`src/source/board_pkg.sv`:
```
package board_pkg;

    localparam int w_value = 16;   // Counter width shared by all blocks

    // Operation key positions
    localparam int key_inc  = 0;
    localparam int key_dec  = 1;
    localparam int key_load = 2;
    localparam int key_clr  = 3;

    // 640x480 timing in pixels and lines
    localparam int h_visible = 640;
    localparam int h_front   = 16;
    localparam int h_sync    = 96;
    localparam int h_back    = 48;
    localparam int v_visible = 480;
    localparam int v_front   = 10;
    localparam int v_sync    = 2;
    localparam int v_back    = 33;

    // Segment a in bit 7, dot in bit 0 stays dark
    function automatic logic [7:0] hex_to_segments(input logic [3:0] nibble);
        case (nibble)
            4'h0: return 8'b1111_1100;
            4'h1: return 8'b0110_0000;
            4'h2: return 8'b1101_1010;
            4'h3: return 8'b1111_0010;
            4'h4: return 8'b0110_0110;
            4'h5: return 8'b1011_0110;
            4'h6: return 8'b1011_1110;
            4'h7: return 8'b1110_0000;
            4'h8: return 8'b1111_1110;
            4'h9: return 8'b1111_0110;
            4'ha: return 8'b1110_1110;
            4'hb: return 8'b0011_1110;  // Lower case b
            4'hc: return 8'b1001_1100;
            4'hd: return 8'b0111_1010;  // Lower case d
            4'he: return 8'b1001_1110;
            default: return 8'b1000_1110;  // F
        endcase
    endfunction

endpackage

```
`src/source/counter_control.sv`:
```
`timescale 1ns/1ps

module counter_control import board_pkg::*; #(
    parameter w_key = 8,
    parameter w_sw  = 7
) (
    input  logic                 clk,
    input  logic                 rst_n,
    input  logic [w_key   - 1:0] key,    // Raw key levels
    input  logic [w_sw    - 1:0] sw,     // Load source
    output logic [w_value - 1:0] value
);

    logic [3:0] key_meta;   // First sync stage
    logic [3:0] key_sync;   // Stable level
    logic [3:0] key_prev;   // Level one cycle ago
    logic [3:0] press;      // Single-cycle strobes
    logic [3:0] cmd;        // Winning command, indexed like the keys

    // Only the four operation keys are watched
    always_ff @(posedge clk) begin
        if (!rst_n) begin
            key_meta <= '0;
            key_sync <= '0;
            key_prev <= '0;
        end else begin
            key_meta <= key[key_clr:key_inc];
            key_sync <= key_meta;
            key_prev <= key_sync;
        end
    end

    assign press = key_sync & ~key_prev;   // Rising edge only

    // Clear beats load beats inc beats dec
    always_comb begin
        cmd = '0;
        if (press[key_clr])       cmd[key_clr]  = 1'b1;
        else if (press[key_load]) cmd[key_load] = 1'b1;
        else if (press[key_inc])  cmd[key_inc]  = 1'b1;
        else if (press[key_dec])  cmd[key_dec]  = 1'b1;
    end

    always_ff @(posedge clk) begin
        if (!rst_n)
            value <= '0;
        else if (cmd[key_clr])
            value <= '0;
        else if (cmd[key_load])
            value <= w_value'(sw);       // Zero extended
        else if (cmd[key_inc])
            value <= value + 1'b1;       // Wraps at all ones
        else if (cmd[key_dec])
            value <= value - 1'b1;       // Wraps at zero
    end

    // A press lands exactly one command in the register
    assert property (@(posedge clk) disable iff (!rst_n)
        (press != 4'b0000) |=> (value == '0) || (value == w_value'($past(sw)))
            || (value == $past(value) + 1'b1) || (value == $past(value) - 1'b1));
    // No strobe means the value holds
    assert property (@(posedge clk) disable iff (!rst_n)
        (press == 4'b0000) |=> (value == $past(value)));

endmodule

```
`src/source/seven_segment_scan.sv`:
```
`timescale 1ns/1ps

module seven_segment_scan import board_pkg::*; #(
    parameter clk_mhz = 50,
    parameter w_sw    = 7,
    parameter w_digit = 6
) (
    input  logic                 clk,
    input  logic                 rst_n,
    input  logic [w_value - 1:0] value,
    input  logic [w_sw    - 1:0] sw,
    output logic [          7:0] abcdefgh,
    output logic [w_digit - 1:0] digit      // One-hot, digit 0 is bit 0
);

    localparam int ms_cycles = clk_mhz * 1000;          // Clocks per millisecond
    localparam int w_ms      = $clog2(ms_cycles);
    localparam int w_idx     = (w_digit > 1) ? $clog2(w_digit) : 1;

    logic [w_ms  - 1:0] ms_cnt;
    logic               ms_tick;
    logic [w_idx - 1:0] idx;       // Binary copy of the enabled digit
    logic [        7:0] sw_byte;
    logic [        3:0] nibble;

    assign ms_tick = (ms_cnt == w_ms'(ms_cycles - 1));

    always_ff @(posedge clk) begin
        if (!rst_n || ms_tick)
            ms_cnt <= '0;
        else
            ms_cnt <= ms_cnt + 1'b1;
    end

    // Step to the next digit once per millisecond
    always_ff @(posedge clk) begin
        if (!rst_n) begin
            digit <= w_digit'(1);
            idx   <= '0;
        end else if (ms_tick) begin
            digit <= {digit[w_digit - 2:0], digit[w_digit - 1]};  // Rotate left
            idx   <= (idx == w_idx'(w_digit - 1)) ? '0 : idx + 1'b1;
        end
    end

    assign sw_byte = 8'(sw);

    // Nibble follows the enabled digit with no lag
    always_comb begin
        case (idx)
            w_idx'(0): nibble = value[3:0];
            w_idx'(1): nibble = value[7:4];
            w_idx'(2): nibble = value[11:8];
            w_idx'(3): nibble = value[15:12];
            w_idx'(4): nibble = sw_byte[3:0];
            w_idx'(5): nibble = {1'b0, sw_byte[6:4]};
            default:   nibble = 4'h0;
        endcase
    end

    assign abcdefgh = hex_to_segments(nibble);

    // Enable stays one-hot and tracks the nibble select
    assert property (@(posedge clk) disable iff (!rst_n)
        $onehot(digit) && (digit == (w_digit'(1) << idx)));

endmodule

```
`src/source/vga_display.sv`:
```
`timescale 1ns/1ps

module vga_display import board_pkg::*; #(
    parameter clk_mhz = 50
) (
    input  logic                 clk,
    input  logic                 rst_n,
    input  logic [w_value - 1:0] value,
    output logic                 hsync,   // Active low
    output logic                 vsync,   // Active low
    output logic [          3:0] red,
    output logic [          3:0] green,
    output logic [          3:0] blue
);

    localparam int pix_div = clk_mhz / 25;                    // Clocks per pixel
    localparam int w_div   = (pix_div > 1) ? $clog2(pix_div) : 1;
    localparam int h_total = h_visible + h_front + h_sync + h_back;  // 800
    localparam int v_total = v_visible + v_front + v_sync + v_back;  // 525

    logic [w_div - 1:0] div_cnt;
    logic               pix_en;
    logic [        9:0] x;          // Pixel in line
    logic [        9:0] y;          // Line in frame
    logic               h_pulse;
    logic               v_pulse;
    logic               visible;

    // Stuck at zero for a 25 MHz clock, so every cycle is a pixel
    assign pix_en = (div_cnt == w_div'(pix_div - 1));

    always_ff @(posedge clk) begin
        if (!rst_n || pix_en)
            div_cnt <= '0;
        else
            div_cnt <= div_cnt + 1'b1;
    end

    always_ff @(posedge clk) begin
        if (!rst_n) begin
            x <= '0;
            y <= '0;
        end else if (pix_en) begin
            if (x == 10'(h_total - 1)) begin
                x <= '0;
                y <= (y == 10'(v_total - 1)) ? '0 : y + 1'b1;  // New frame
            end else begin
                x <= x + 1'b1;
            end
        end
    end

    // Pixels 656..751, lines 490..491
    assign h_pulse = (x >= 10'(h_visible + h_front))
                  && (x <  10'(h_visible + h_front + h_sync));
    assign v_pulse = (y >= 10'(v_visible + v_front))
                  && (y <  10'(v_visible + v_front + v_sync));
    assign visible = (x < 10'(h_visible)) && (y < 10'(v_visible));

    // Syncs and colors share one register stage
    always_ff @(posedge clk) begin
        if (!rst_n) begin
            hsync <= 1'b1;
            vsync <= 1'b1;
            red   <= '0;
            green <= '0;
            blue  <= '0;
        end else begin
            hsync <= ~h_pulse;
            vsync <= ~v_pulse;
            red   <= (visible && x[5]) ? value[3:0]  : 4'd0;  // Vertical bars
            green <= visible           ? value[7:4]  : 4'd0;
            blue  <= (visible && y[5]) ? value[11:8] : 4'd0;  // Horizontal bands
        end
    end

    // No color may reach the pins during a sync pulse
    assert property (@(posedge clk) disable iff (!rst_n)
        (!hsync || !vsync) |-> ({red, green, blue} == 12'd0));

endmodule

```
`src/source/top.sv`:
```
`timescale 1ns/1ps

module top import board_pkg::*; #(
    parameter clk_mhz = 50,
    parameter w_key   = 8,
    parameter w_sw    = 7,
    parameter w_led   = 16,
    parameter w_digit = 6
) (
    input  logic                 clk,
    input  logic                 rst_n,
    input  logic [w_key   - 1:0] key,       // Active high, unsynchronized
    input  logic [w_sw    - 1:0] sw,
    output logic [w_led   - 1:0] led,
    output logic [          7:0] abcdefgh,  // Active high segments
    output logic [w_digit - 1:0] digit,     // One-hot enable
    output logic                 hsync,
    output logic                 vsync,
    output logic [          3:0] red,
    output logic [          3:0] green,
    output logic [          3:0] blue
);

    logic [w_value - 1:0] value;   // Shared counter value

    counter_control #(
        .w_key ( w_key ),
        .w_sw  ( w_sw  )
    ) u_counter_control (
        .clk   ( clk   ),
        .rst_n ( rst_n ),
        .key   ( key   ),
        .sw    ( sw    ),
        .value ( value )
    );

    assign led = w_led'(value);    // Widen or cut to the LED count

    seven_segment_scan #(
        .clk_mhz ( clk_mhz ),
        .w_sw    ( w_sw    ),
        .w_digit ( w_digit )
    ) u_seven_segment_scan (
        .clk      ( clk      ),
        .rst_n    ( rst_n    ),
        .value    ( value    ),
        .sw       ( sw       ),
        .abcdefgh ( abcdefgh ),
        .digit    ( digit    )
    );

    vga_display #(
        .clk_mhz ( clk_mhz )
    ) u_vga_display (
        .clk   ( clk   ),
        .rst_n ( rst_n ),
        .value ( value ),
        .hsync ( hsync ),
        .vsync ( vsync ),
        .red   ( red   ),
        .green ( green ),
        .blue  ( blue  )
    );

endmodule

```
`src/source/board_specific_top.sv`:
```
`timescale 1ns/1ps

module board_specific_top #(
    parameter clk_mhz = 50,
    parameter w_key   = 8,
    parameter w_sw    = 8,   // Top switch is the reset
    parameter w_led   = 16,
    parameter w_digit = 6
) (
    input                  CLK,

    input  [w_key   - 1:0] KEY_N,     // Low when pressed
    input  [w_sw    - 1:0] SW,

    output [w_led   - 1:0] LED,

    output [          7:0] ABCDEFGH,
    output [w_digit - 1:0] DIGIT_N,   // Low enables a digit

    input                  UART_RX,   // Not used here
    output                 UART_TX,

    inout  [         22:2] GPIO_P1,   // VGA connector
    inout  [         22:2] GPIO_P2    // Free header
);

    wire                  rst_n;
    wire [w_sw    - 2:0] top_sw;     // All switches below the reset one
    wire [w_digit - 1:0] digit;
    wire                  vga_hs;
    wire                  vga_vs;
    wire [          3:0] vga_red;
    wire [          3:0] vga_green;
    wire [          3:0] vga_blue;

    assign rst_n  = ~SW[w_sw - 1];   // Switch up holds reset
    assign top_sw = SW[w_sw - 2:0];

    top #(
        .clk_mhz ( clk_mhz  ),
        .w_key   ( w_key    ),
        .w_sw    ( w_sw - 1 ),
        .w_led   ( w_led    ),
        .w_digit ( w_digit  )
    ) u_top (
        .clk      ( CLK       ),
        .rst_n    ( rst_n     ),
        .key      ( ~KEY_N    ),  // Pressed key reads as 1
        .sw       ( top_sw    ),
        .led      ( LED       ),
        .abcdefgh ( ABCDEFGH  ),
        .digit    ( digit     ),
        .hsync    ( vga_hs    ),
        .vsync    ( vga_vs    ),
        .red      ( vga_red   ),
        .green    ( vga_green ),
        .blue     ( vga_blue  )
    );

    assign DIGIT_N = ~digit;
    assign UART_TX = 1'b1;           // Idle line

    // Sync pins
    assign GPIO_P1[3]  = vga_vs;
    assign GPIO_P1[4]  = vga_hs;
    // Red, MSB first
    assign GPIO_P1[6]  = vga_red[3];
    assign GPIO_P1[7]  = vga_red[2];
    assign GPIO_P1[8]  = vga_red[1];
    assign GPIO_P1[9]  = vga_red[0];
    // Green
    assign GPIO_P1[11] = vga_green[3];
    assign GPIO_P1[12] = vga_green[2];
    assign GPIO_P1[13] = vga_green[1];
    assign GPIO_P1[14] = vga_green[0];
    // Blue
    assign GPIO_P1[16] = vga_blue[3];
    assign GPIO_P1[17] = vga_blue[2];
    assign GPIO_P1[18] = vga_blue[1];
    assign GPIO_P1[19] = vga_blue[0];

endmodule

```
`config.mk`:
```
export PLATFORM = sky130hd
export DESIGN_NAME = board_specific_top
export DESIGN_NICKNAME = d
export VERILOG_FILES = /design/src/source/board_pkg.sv /design/src/source/counter_control.sv /design/src/source/seven_segment_scan.sv /design/src/source/vga_display.sv /design/src/source/top.sv /design/src/source/board_specific_top.sv
export SDC_FILE = /design/constraint.sdc
export NUM_CORES = 1
export LEC_CHECK = 0
export ABC_AREA = 1
export BUFFER_PORTS_ARGS = -buffer_cell sky130_fd_sc_hd__buf_2
export CAP_MARGIN = 10
export CORE_UTILIZATION = 49
export DETAILED_ROUTE_END_ITERATION = 6
export PLACE_DENSITY = 0.76
export SYNTH_ARGS = -nofsm -noshare
export SYNTH_HDL_FRONTEND = slang
export SYNTH_SLANG_ARGS = --single-unit
export TNS_END_PERCENT = 20
```
`constraint.sdc`:
```
create_clock -name CLK -period 2.4 [get_ports CLK]
set_input_delay 0.36 -clock CLK [delete_from_list [all_inputs] [get_ports CLK]]
set_output_delay 0.36 -clock CLK [all_outputs]
set_load 0.02 [all_outputs]
```
# Word level (Yosys, flattened, before mapping)

Memory sizes are Yosys's and may differ from the RTL's.
Index checks and enable logic that the tools add are counted.

Logic and storage cells: 77
Bits of input ports: 18
Flip-flop bits (word level): 88
Output and inout bits: 73
Memory bits (read-only): 112
Memories kept: 1

Add/sub/neg operators: 7
Equal/unequal tests: 8
Bitwise gates (word level): 9
Multiplexer cells: 14
Reduce and logical (&&, ||, !) cells: 16
$lt $le $gt $ge: 6

Memory list:

| name            | depth | bits a word | rd ports | clocked after memory_dff | wr ports | RTL line        | text |
|---|---|---|---|---|---|---|---|
| (no name shown) | 16    | 7           | 1        | 0                        | 0        | board_pkg.sv:23 | `case (nibble)` |

Operator list:

| cell                    | count |
|---|---|
| $add A16 B1 Y16 const B | 2 |
| $mux W16                | 2 |
| $pmux W4 S6             | 1 |
| $add A10 B1 Y10 const B | 2 |
| $eq A10 B10 Y1 const B  | 2 |
| $lt A10 B10 Y1 const B  | 2 |
| $lt A10 B9 Y1 const B   | 2 |
| $mux W10                | 2 |
| $eq A16 B16 Y1 const B  | 1 |
| $sub A16 B1 Y16 const B | 1 |
| $ge A10 B10 Y1 const B  | 1 |
| $ge A10 B9 Y1 const B   | 1 |
| $not A4 Y4              | 2 |
| $reduce_or A2 Y1        | 4 |
| $mux W7                 | 1 |
| $eq A3 B2 Y1 const B    | 2 |
| $eq A3 B3 Y1 const B    | 2 |
| $mux W3                 | 2 |
| $not A6 Y6              | 1 |
| $logic_and A1 B1 Y1     | 5 |
| $mux W1                 | 5 |
| $not A1 Y1              | 5 |
| $and A4 B4 Y4           | 1 |
| $add A3 B1 Y3 const B   | 1 |
| 9 further kinds         | 10 |

# Depth between registers and ports, before layout

Word-level depth: 9
Mapped depth: 14
Depth with buffers taken out: 14

# Cells and area by module

A second synthesis with hierarchy kept.

Cell total of the unflattened synthesis: 813
Area, all modules: 5517.8 um^2

By module, submodules not included:

| module             | instances | sequential area each (um^2) | area each (um^2) | cells an instance |
|---|---|---|---|---|
| counter_control    | 1         | 560.5                       | 1945.6           | 292 |
| seven_segment_scan | 1         | 500.5                       | 1755.4           | 259 |
| vga_display        | 1         | 700.7                       | 1749.2           | 245 |
| board_specific_top | 1         | 0.0                         | 67.6             | 17 |

# Worst setup path before layout

Ideal clock, no wire load.

Path type: register -> register
Start point: register u_top.u_counter_control.key_prev[2]
End point: register u_top.u_counter_control.value[14]
Setup time: 0.117 ns
Clock period less this slack: 2.211 ns
Path buffers: 0
Data arrival time: 2.094 ns
Slack: 0.189 ns
Required time: 2.283 ns
Cell stages (with the launch flop): 14
Cells stage by stage: dfxtp_1 > inv_1 > nand2_1 > nand3_1 > ha_1 > nand2_1 > o21ai_1 > nand2_1 > nand2_1 > nand2_1 > nand3_1 > nand2_1 > nor2_1 > nor2_1

Word-level cells in the longest chain between the ends: 5
Elaborated cells on any way between the ends: 8
Those cells by class: mux: 4; bitwise: 2; reduce/logical: 2

RTL lines:

| item                                                     | RTL line              | text |
|---|---|---|
| start, declared                                          | counter_control.sv:16 | `logic [3:0] key_prev;` |
| start signal, assigned                                   | counter_control.sv:29 | `key_prev <= key_sync;` |
| $not A4 Y4 *                                             | counter_control.sv:33 | `assign press = key_sync & ~key_prev;` |
| $and A4 B4 Y4 *                                          | counter_control.sv:33 |  |
| $mux W1 / $mux W2 (equally long branches)                | counter_control.sv:39 | `else if (press[key_load]) cmd[key_load] = 1'b1;` |
| $mux W3 *                                                | counter_control.sv:38 | `if (press[key_clr]) cmd[key_clr] = 1'b1;` |
| $reduce_or A3 Y1 (no line), or another cell as far along | -                     |  |
| end signal, assigned                                     | counter_control.sv:50 | `value <= w_value'(sw);` |
| end signal, assigned                                     | counter_control.sv:52 | `value <= value + 1'b1;` |
| end signal, assigned                                     | counter_control.sv:54 | `value <= value - 1'b1;` |
| end, declared                                            | counter_control.sv:11 | `output logic [w_value - 1:0] value` |

Every way passes the cells marked *; elsewhere a longest branch is shown, timed or not.
A chain may end at the register's enable or synchronous reset.

# Final worst setup path

Start point: register u_top.u_seven_segment_scan.idx[0]
End point: output ABCDEFGH[6]

Word-level cells in the longest chain between the ends: 3
Elaborated cells on any way between the ends: 8
Those cells by class: eq/ne: 5; mux: 1; reduce/logical: 1; memory: 1

RTL lines:

| item                                       | RTL line                 | text |
|---|---|---|
| start, declared                            | seven_segment_scan.sv:22 | `logic [w_idx - 1:0] idx;` |
| start signal, assigned                     | seven_segment_scan.sv:42 | `idx <= (idx == w_idx'(w_digit - 1)) ? '0 : idx + 1'b1;` |
| $eq A3 B3 Y1, or another cell as far along | seven_segment_scan.sv:50 | `case (idx)` |
| $pmux W4 S6 *                              | seven_segment_scan.sv:50 |  |
| $mem_v2 Z16 W7 *                           | -                        |  |
| end, declared                              | board_specific_top.sv:17 | `output [ 7:0] ABCDEFGH,` |

Marked as above.

==> run summary <==
- **WL per Instance** 12.5 µm
- **DIE AREA** 10300 µm²
- **clock-pin transition on the worst setup and hold timing paths** 0.09 ns
- **area overhead of the layout relative to synthesis** 16.1%
- **clock tree from TritonCTS** yes
- **maximum clock insertion buffer count** 2
- **clock group share of total power** 0.329
- **maximum frequency from static timing analysis** 0.400 GHz
- **fraction of synthesized area in multiplexers** 0
- **reported max-cap violation count** 0
- **multi-input logic area** 2700 µm²
- **cell with the most instances after synthesis** nand2_1
- **die boundary height** 102 µm
- **Req. time, crit path** 2.04 ns
- **gate count after technology mapping** 711
- **Max Slew Vio Count** 0
- **global-route wire length before repair** 18.8 mm
- **number of antenna violations at the first check in global routing** 0
- **maximum net fanout on the critical path** 6
- **type of the worst min-delay path** primary input to flop
- **flip-flop and latch count after synthesis** 88
- **sort of element at the end of the critical path** output port
- **final critical delay including setup and external delays** 2.50 ns
- **placement-stage worst setup slack** 0.0554 ns
- **worst-path cell with the longest stage delay** dfxtp_4
- **# nets final** 839
- **largest family of logic cells by synthesized area** simple AND/OR/NAND/NOR gates
- **Leakage Power** 2.63 nW
- **Max VDD drop** 390 µV
- **Net Count, Synth** 787
- **effective utilization at floorplan** 0.516
- **core area** 9420 µm²
- **Syn. warnings** 0
- **HP Start** KEY_N[3]
- **reg-to-reg critical path startpoint** u_top.u_counter_control.key_prev[2]$_SDFF_PP0_
- **hold buffers post-CTS** 0
- **Remaining Overflow, GRT** 0
- **R2R Path End** u_top.u_counter_control.value[15]$_SDFFE_PP0P_
- **count of endpoints without a timing constraint** 28
- **fraction of power consumed by sequential logic** 0.448
- **vias per cell** 5.07
- **critical path class** flop to output port
- **leading area contributor after synthesis** dfxtp_1
- **portion of the post-synthesis area used by sequential elements** 0.363
- **post-synthesis share of cell area spent on xor and xnor gates** 0.0307
- **biggest cell delay along the critical path** 0.37 ns
- **Cells on Worst Hold Path** 2
- **synthesized area per cell** 6.83 µm²
- **worst clock skew** 0.0214 ns
- **final setup margin** -0.0983 ns
- **cell row count** 35
- **drt first pass iters** 5
- **status** finished, violations left
- **die extent in x** 102 µm
- **Pwr Density** 613 nW/µm²
- **endpoint arrival time on the critical path** 2.14 ns
- **maximum number of pins on one net before global-route repair** 24
- **Post-Synth Simple-Gate Area** 0.321
- **top area cells in the synthesized netlist** dfxtp_1 (36%), nand2_1 (13%), inv_1 (8.6%), ha_1 (7.5%), nor2_1 (7.3%)
- **Cell variety after synth** 44
- **half-perimeter wire length after detailed placement** 8.26 mm
- **number of buffers inserted by port buffering** 41
- **residual antenna-violating net count after detailed routing** 0
- **Clk Latency, worst-skew pair** 0.37 ns
- **total number of clock tree sinks** 88
- **internal reg-to-reg setup slack** 0.27 ns
- **share of Yosys cell area claimed by the top area cell type** 0.363
- **Util after Layout** 0.599
- **number of synthesized flops with an enable pin** 0
- **CP startpoint kind** flop
- **number of top-level pins** 91
- **Critical Path, Cell by Cell** nand2_2, inv_2, ha_4, a21oi_2, nand4_1, inv_2, ha_1, inv_1, nand2_1, nand2_1, o21ai_1, buf_4
- **number of global-route vias before repair** 4179
- **setup repair after global routing missed its margin** yes
- **Net Sw Frac** 0.315
- **combined global-route utilization of all metal layers** 0.231
- **crit share post-route** 1.04
- **most common library cells after synthesis** nand2_1 (172), inv_1 (111), nor2_1 (95)
- **number of inserted diodes** 0
- **Root Driver** clkbuf_8
- **transition at the pin with the smallest max-transition slack** 0.517 ns
- **async set or reset register ratio after synthesis** 0
- **proportion of power drawn by combinational gates** 0.223
- **depth of the CTS H-tree** 3
- **layout cells sized above 1** 0.167
- **internal power** 2.37 mW
- **Num CTS Buffers** 9
- **violated checks** setup timing
- **DRT iter0 DRCs** 282
- **compound-gate portion of the synthesized area** 0.0964
- **fill cell total of the finished layout** 845
- **hold worst-path end** u_top.u_counter_control.key_meta[3]$_SDFF_PP0_
- **Final Hold Viols** 0
- **Post-Syn Area** 4860 µm²
- **gpl congestion** 0.930
- **final-report setup violation count** 7
- **Sw Pwr** 1.09 mW
- **post-synthesis share of cell area spent on full adders, half adders and majority gates** 0.0788
- **overall via count from detail_route** 4541
- **total wire length** 11.2 mm
- **Pwr Total** 3.46 mW
- **relative slew slack** 0.654
- **area taken by flip-flops and latches** 1770 µm²
- **cells on worst reg2reg path** 15
- **most used flip-flop cell after synthesis** dfxtp_1
- **DRC violation count after routing** 0
per-layer routing:
layer,share of wire,GRT usage
met4,0.015,0.0780
met2,0.45,0.376
met5,0,0
met3,0.082,0.0552
met1,0.45,0.299
worst max-delay path: cells and delay by family (launching register included):
kind	cells	cell delay [ns]
AO/OA/AOI/OAI	2	0.27
AND/OR/NAND/NOR	4	0.42
flip-flops	1	0.37
buffers and inverters	4	0.39
adder cells (fa/ha/maj)	2	0.32
state kept, by name, summed over array words and instances (netlist names):
name / count
u_top.u_seven_segment_scan.idx: 3
u_top.u_vga_display.y: 10
GPIO_P1: 14
u_top.u_seven_segment_scan.ms_cnt: 16
u_top.u_counter_control.key_sync: 4
u_top.u_counter_control.key_meta: 4
u_top.u_counter_control.key_prev: 4
u_top.u_seven_segment_scan.digit: 6
u_top.u_counter_control.value: 16
u_top.u_vga_display.div_cnt: 1
u_top.u_vga_display.x: 10
final cells by class:
type / instances / area share
Clock buffer: 9 / 0.0220
Clock inverter: 6 / 0.0164
Inverter: 119 / 0.0799
Multi-Input combinational cell: 491 / 0.479
Sequential cell: 88 / 0.314
Tap cell: 129 / 0.0286
Timing Repair Buffer: 54 / 0.0602
power by group through the flow:
stage	Sequential [mW]	Clock, mW	Combinational, mW
2_1_floorplan	1.60	0	0.528
3_3_place_gp	1.58	0	0.696
3_5_place_dp	1.58	0	0.714
4_1_cts	1.55	1.15	0.748
5_1_grt	1.55	1.21	0.870
6_report	1.55	1.14	0.770
timing repair:
item / 4_1_cts / 5_1_grt
setup buffers: 5 / 0
pin swaps: 13 / 0
gates resized for setup: 37 / 11
setup endpoints to repair: 7 / 15
worst max-delay path by stage:
| stage | startpoint | end | slack (ns) | cells past startpoint |
|---|---|---|---|---|
| 2_1_floorplan | u_top.u_counter_control.key_prev[2]$_SDFF_PP0_ | u_top.u_counter_control.value[14]$_SDFFE_PP0P_ | 0.19 | 13 |
| 3_3_place_gp | u_top.u_seven_segment_scan.idx[0]$_SDFFE_PP0P_ | ABCDEFGH[4] | 0.10 | 13 |
| 3_5_place_dp | u_top.u_seven_segment_scan.idx[0]$_SDFFE_PP0P_ | ABCDEFGH[4] | 0.06 | 13 |
| 4_1_cts | u_top.u_seven_segment_scan.idx[0]$_SDFFE_PP0P_ | ABCDEFGH[4] | -0.04 | 13 |
| 5_1_grt | u_top.u_seven_segment_scan.idx[0]$_SDFFE_PP0P_ | ABCDEFGH[6] | -0.23 | 12 |
| 6_report | u_top.u_seven_segment_scan.idx[0]$_SDFFE_PP0P_ | ABCDEFGH[6] | -0.1 | 12 |
cells by family (layout without fill, tap and decap cells):
logic type	Yosys count	in the layout
simple gates	358	358
other cells	2	2
compound gates	84	84
flops	88	88
fa+ha+maj	30	30
xor+xnor	17	17
buf+inv	132	188
per-stage QoR:
step           area (µm²)  hold WS, ns  instances  TNS [ns]
2_1_floorplan        4860        0.388        711         0
3_3_place_gp         5200        0.394        876         0
3_5_place_dp         5200        0.397        876         0
4_1_cts              5580        0.130        896    -0.136
5_1_grt              5640        0.132        896     -1.34
6_report             5640        0.139        896    -0.447
cell usage in the layout, fill, tap and decap left out, types with 4 or more instances in the layout:
master    instances
dfxtp_1          85
nor2_2            9
o21ai_1           7
a31oi_1           4
clkbuf_8          9
xnor2_1           8
o21ai_2           4
nand3_1          34
xor2_1            9
nor3_1           10
buf_2            36
nand4_1          16
nand2_1         167
nor3b_1           5
inv_2            11
ha_1             25
a21oi_2           5
buf_4            14
nor2_1           91
inv_1           106
o21ai_0          22
a21oi_1          31
nand2_2           6
No activity file was read; power rests on OpenSTA's default activity.
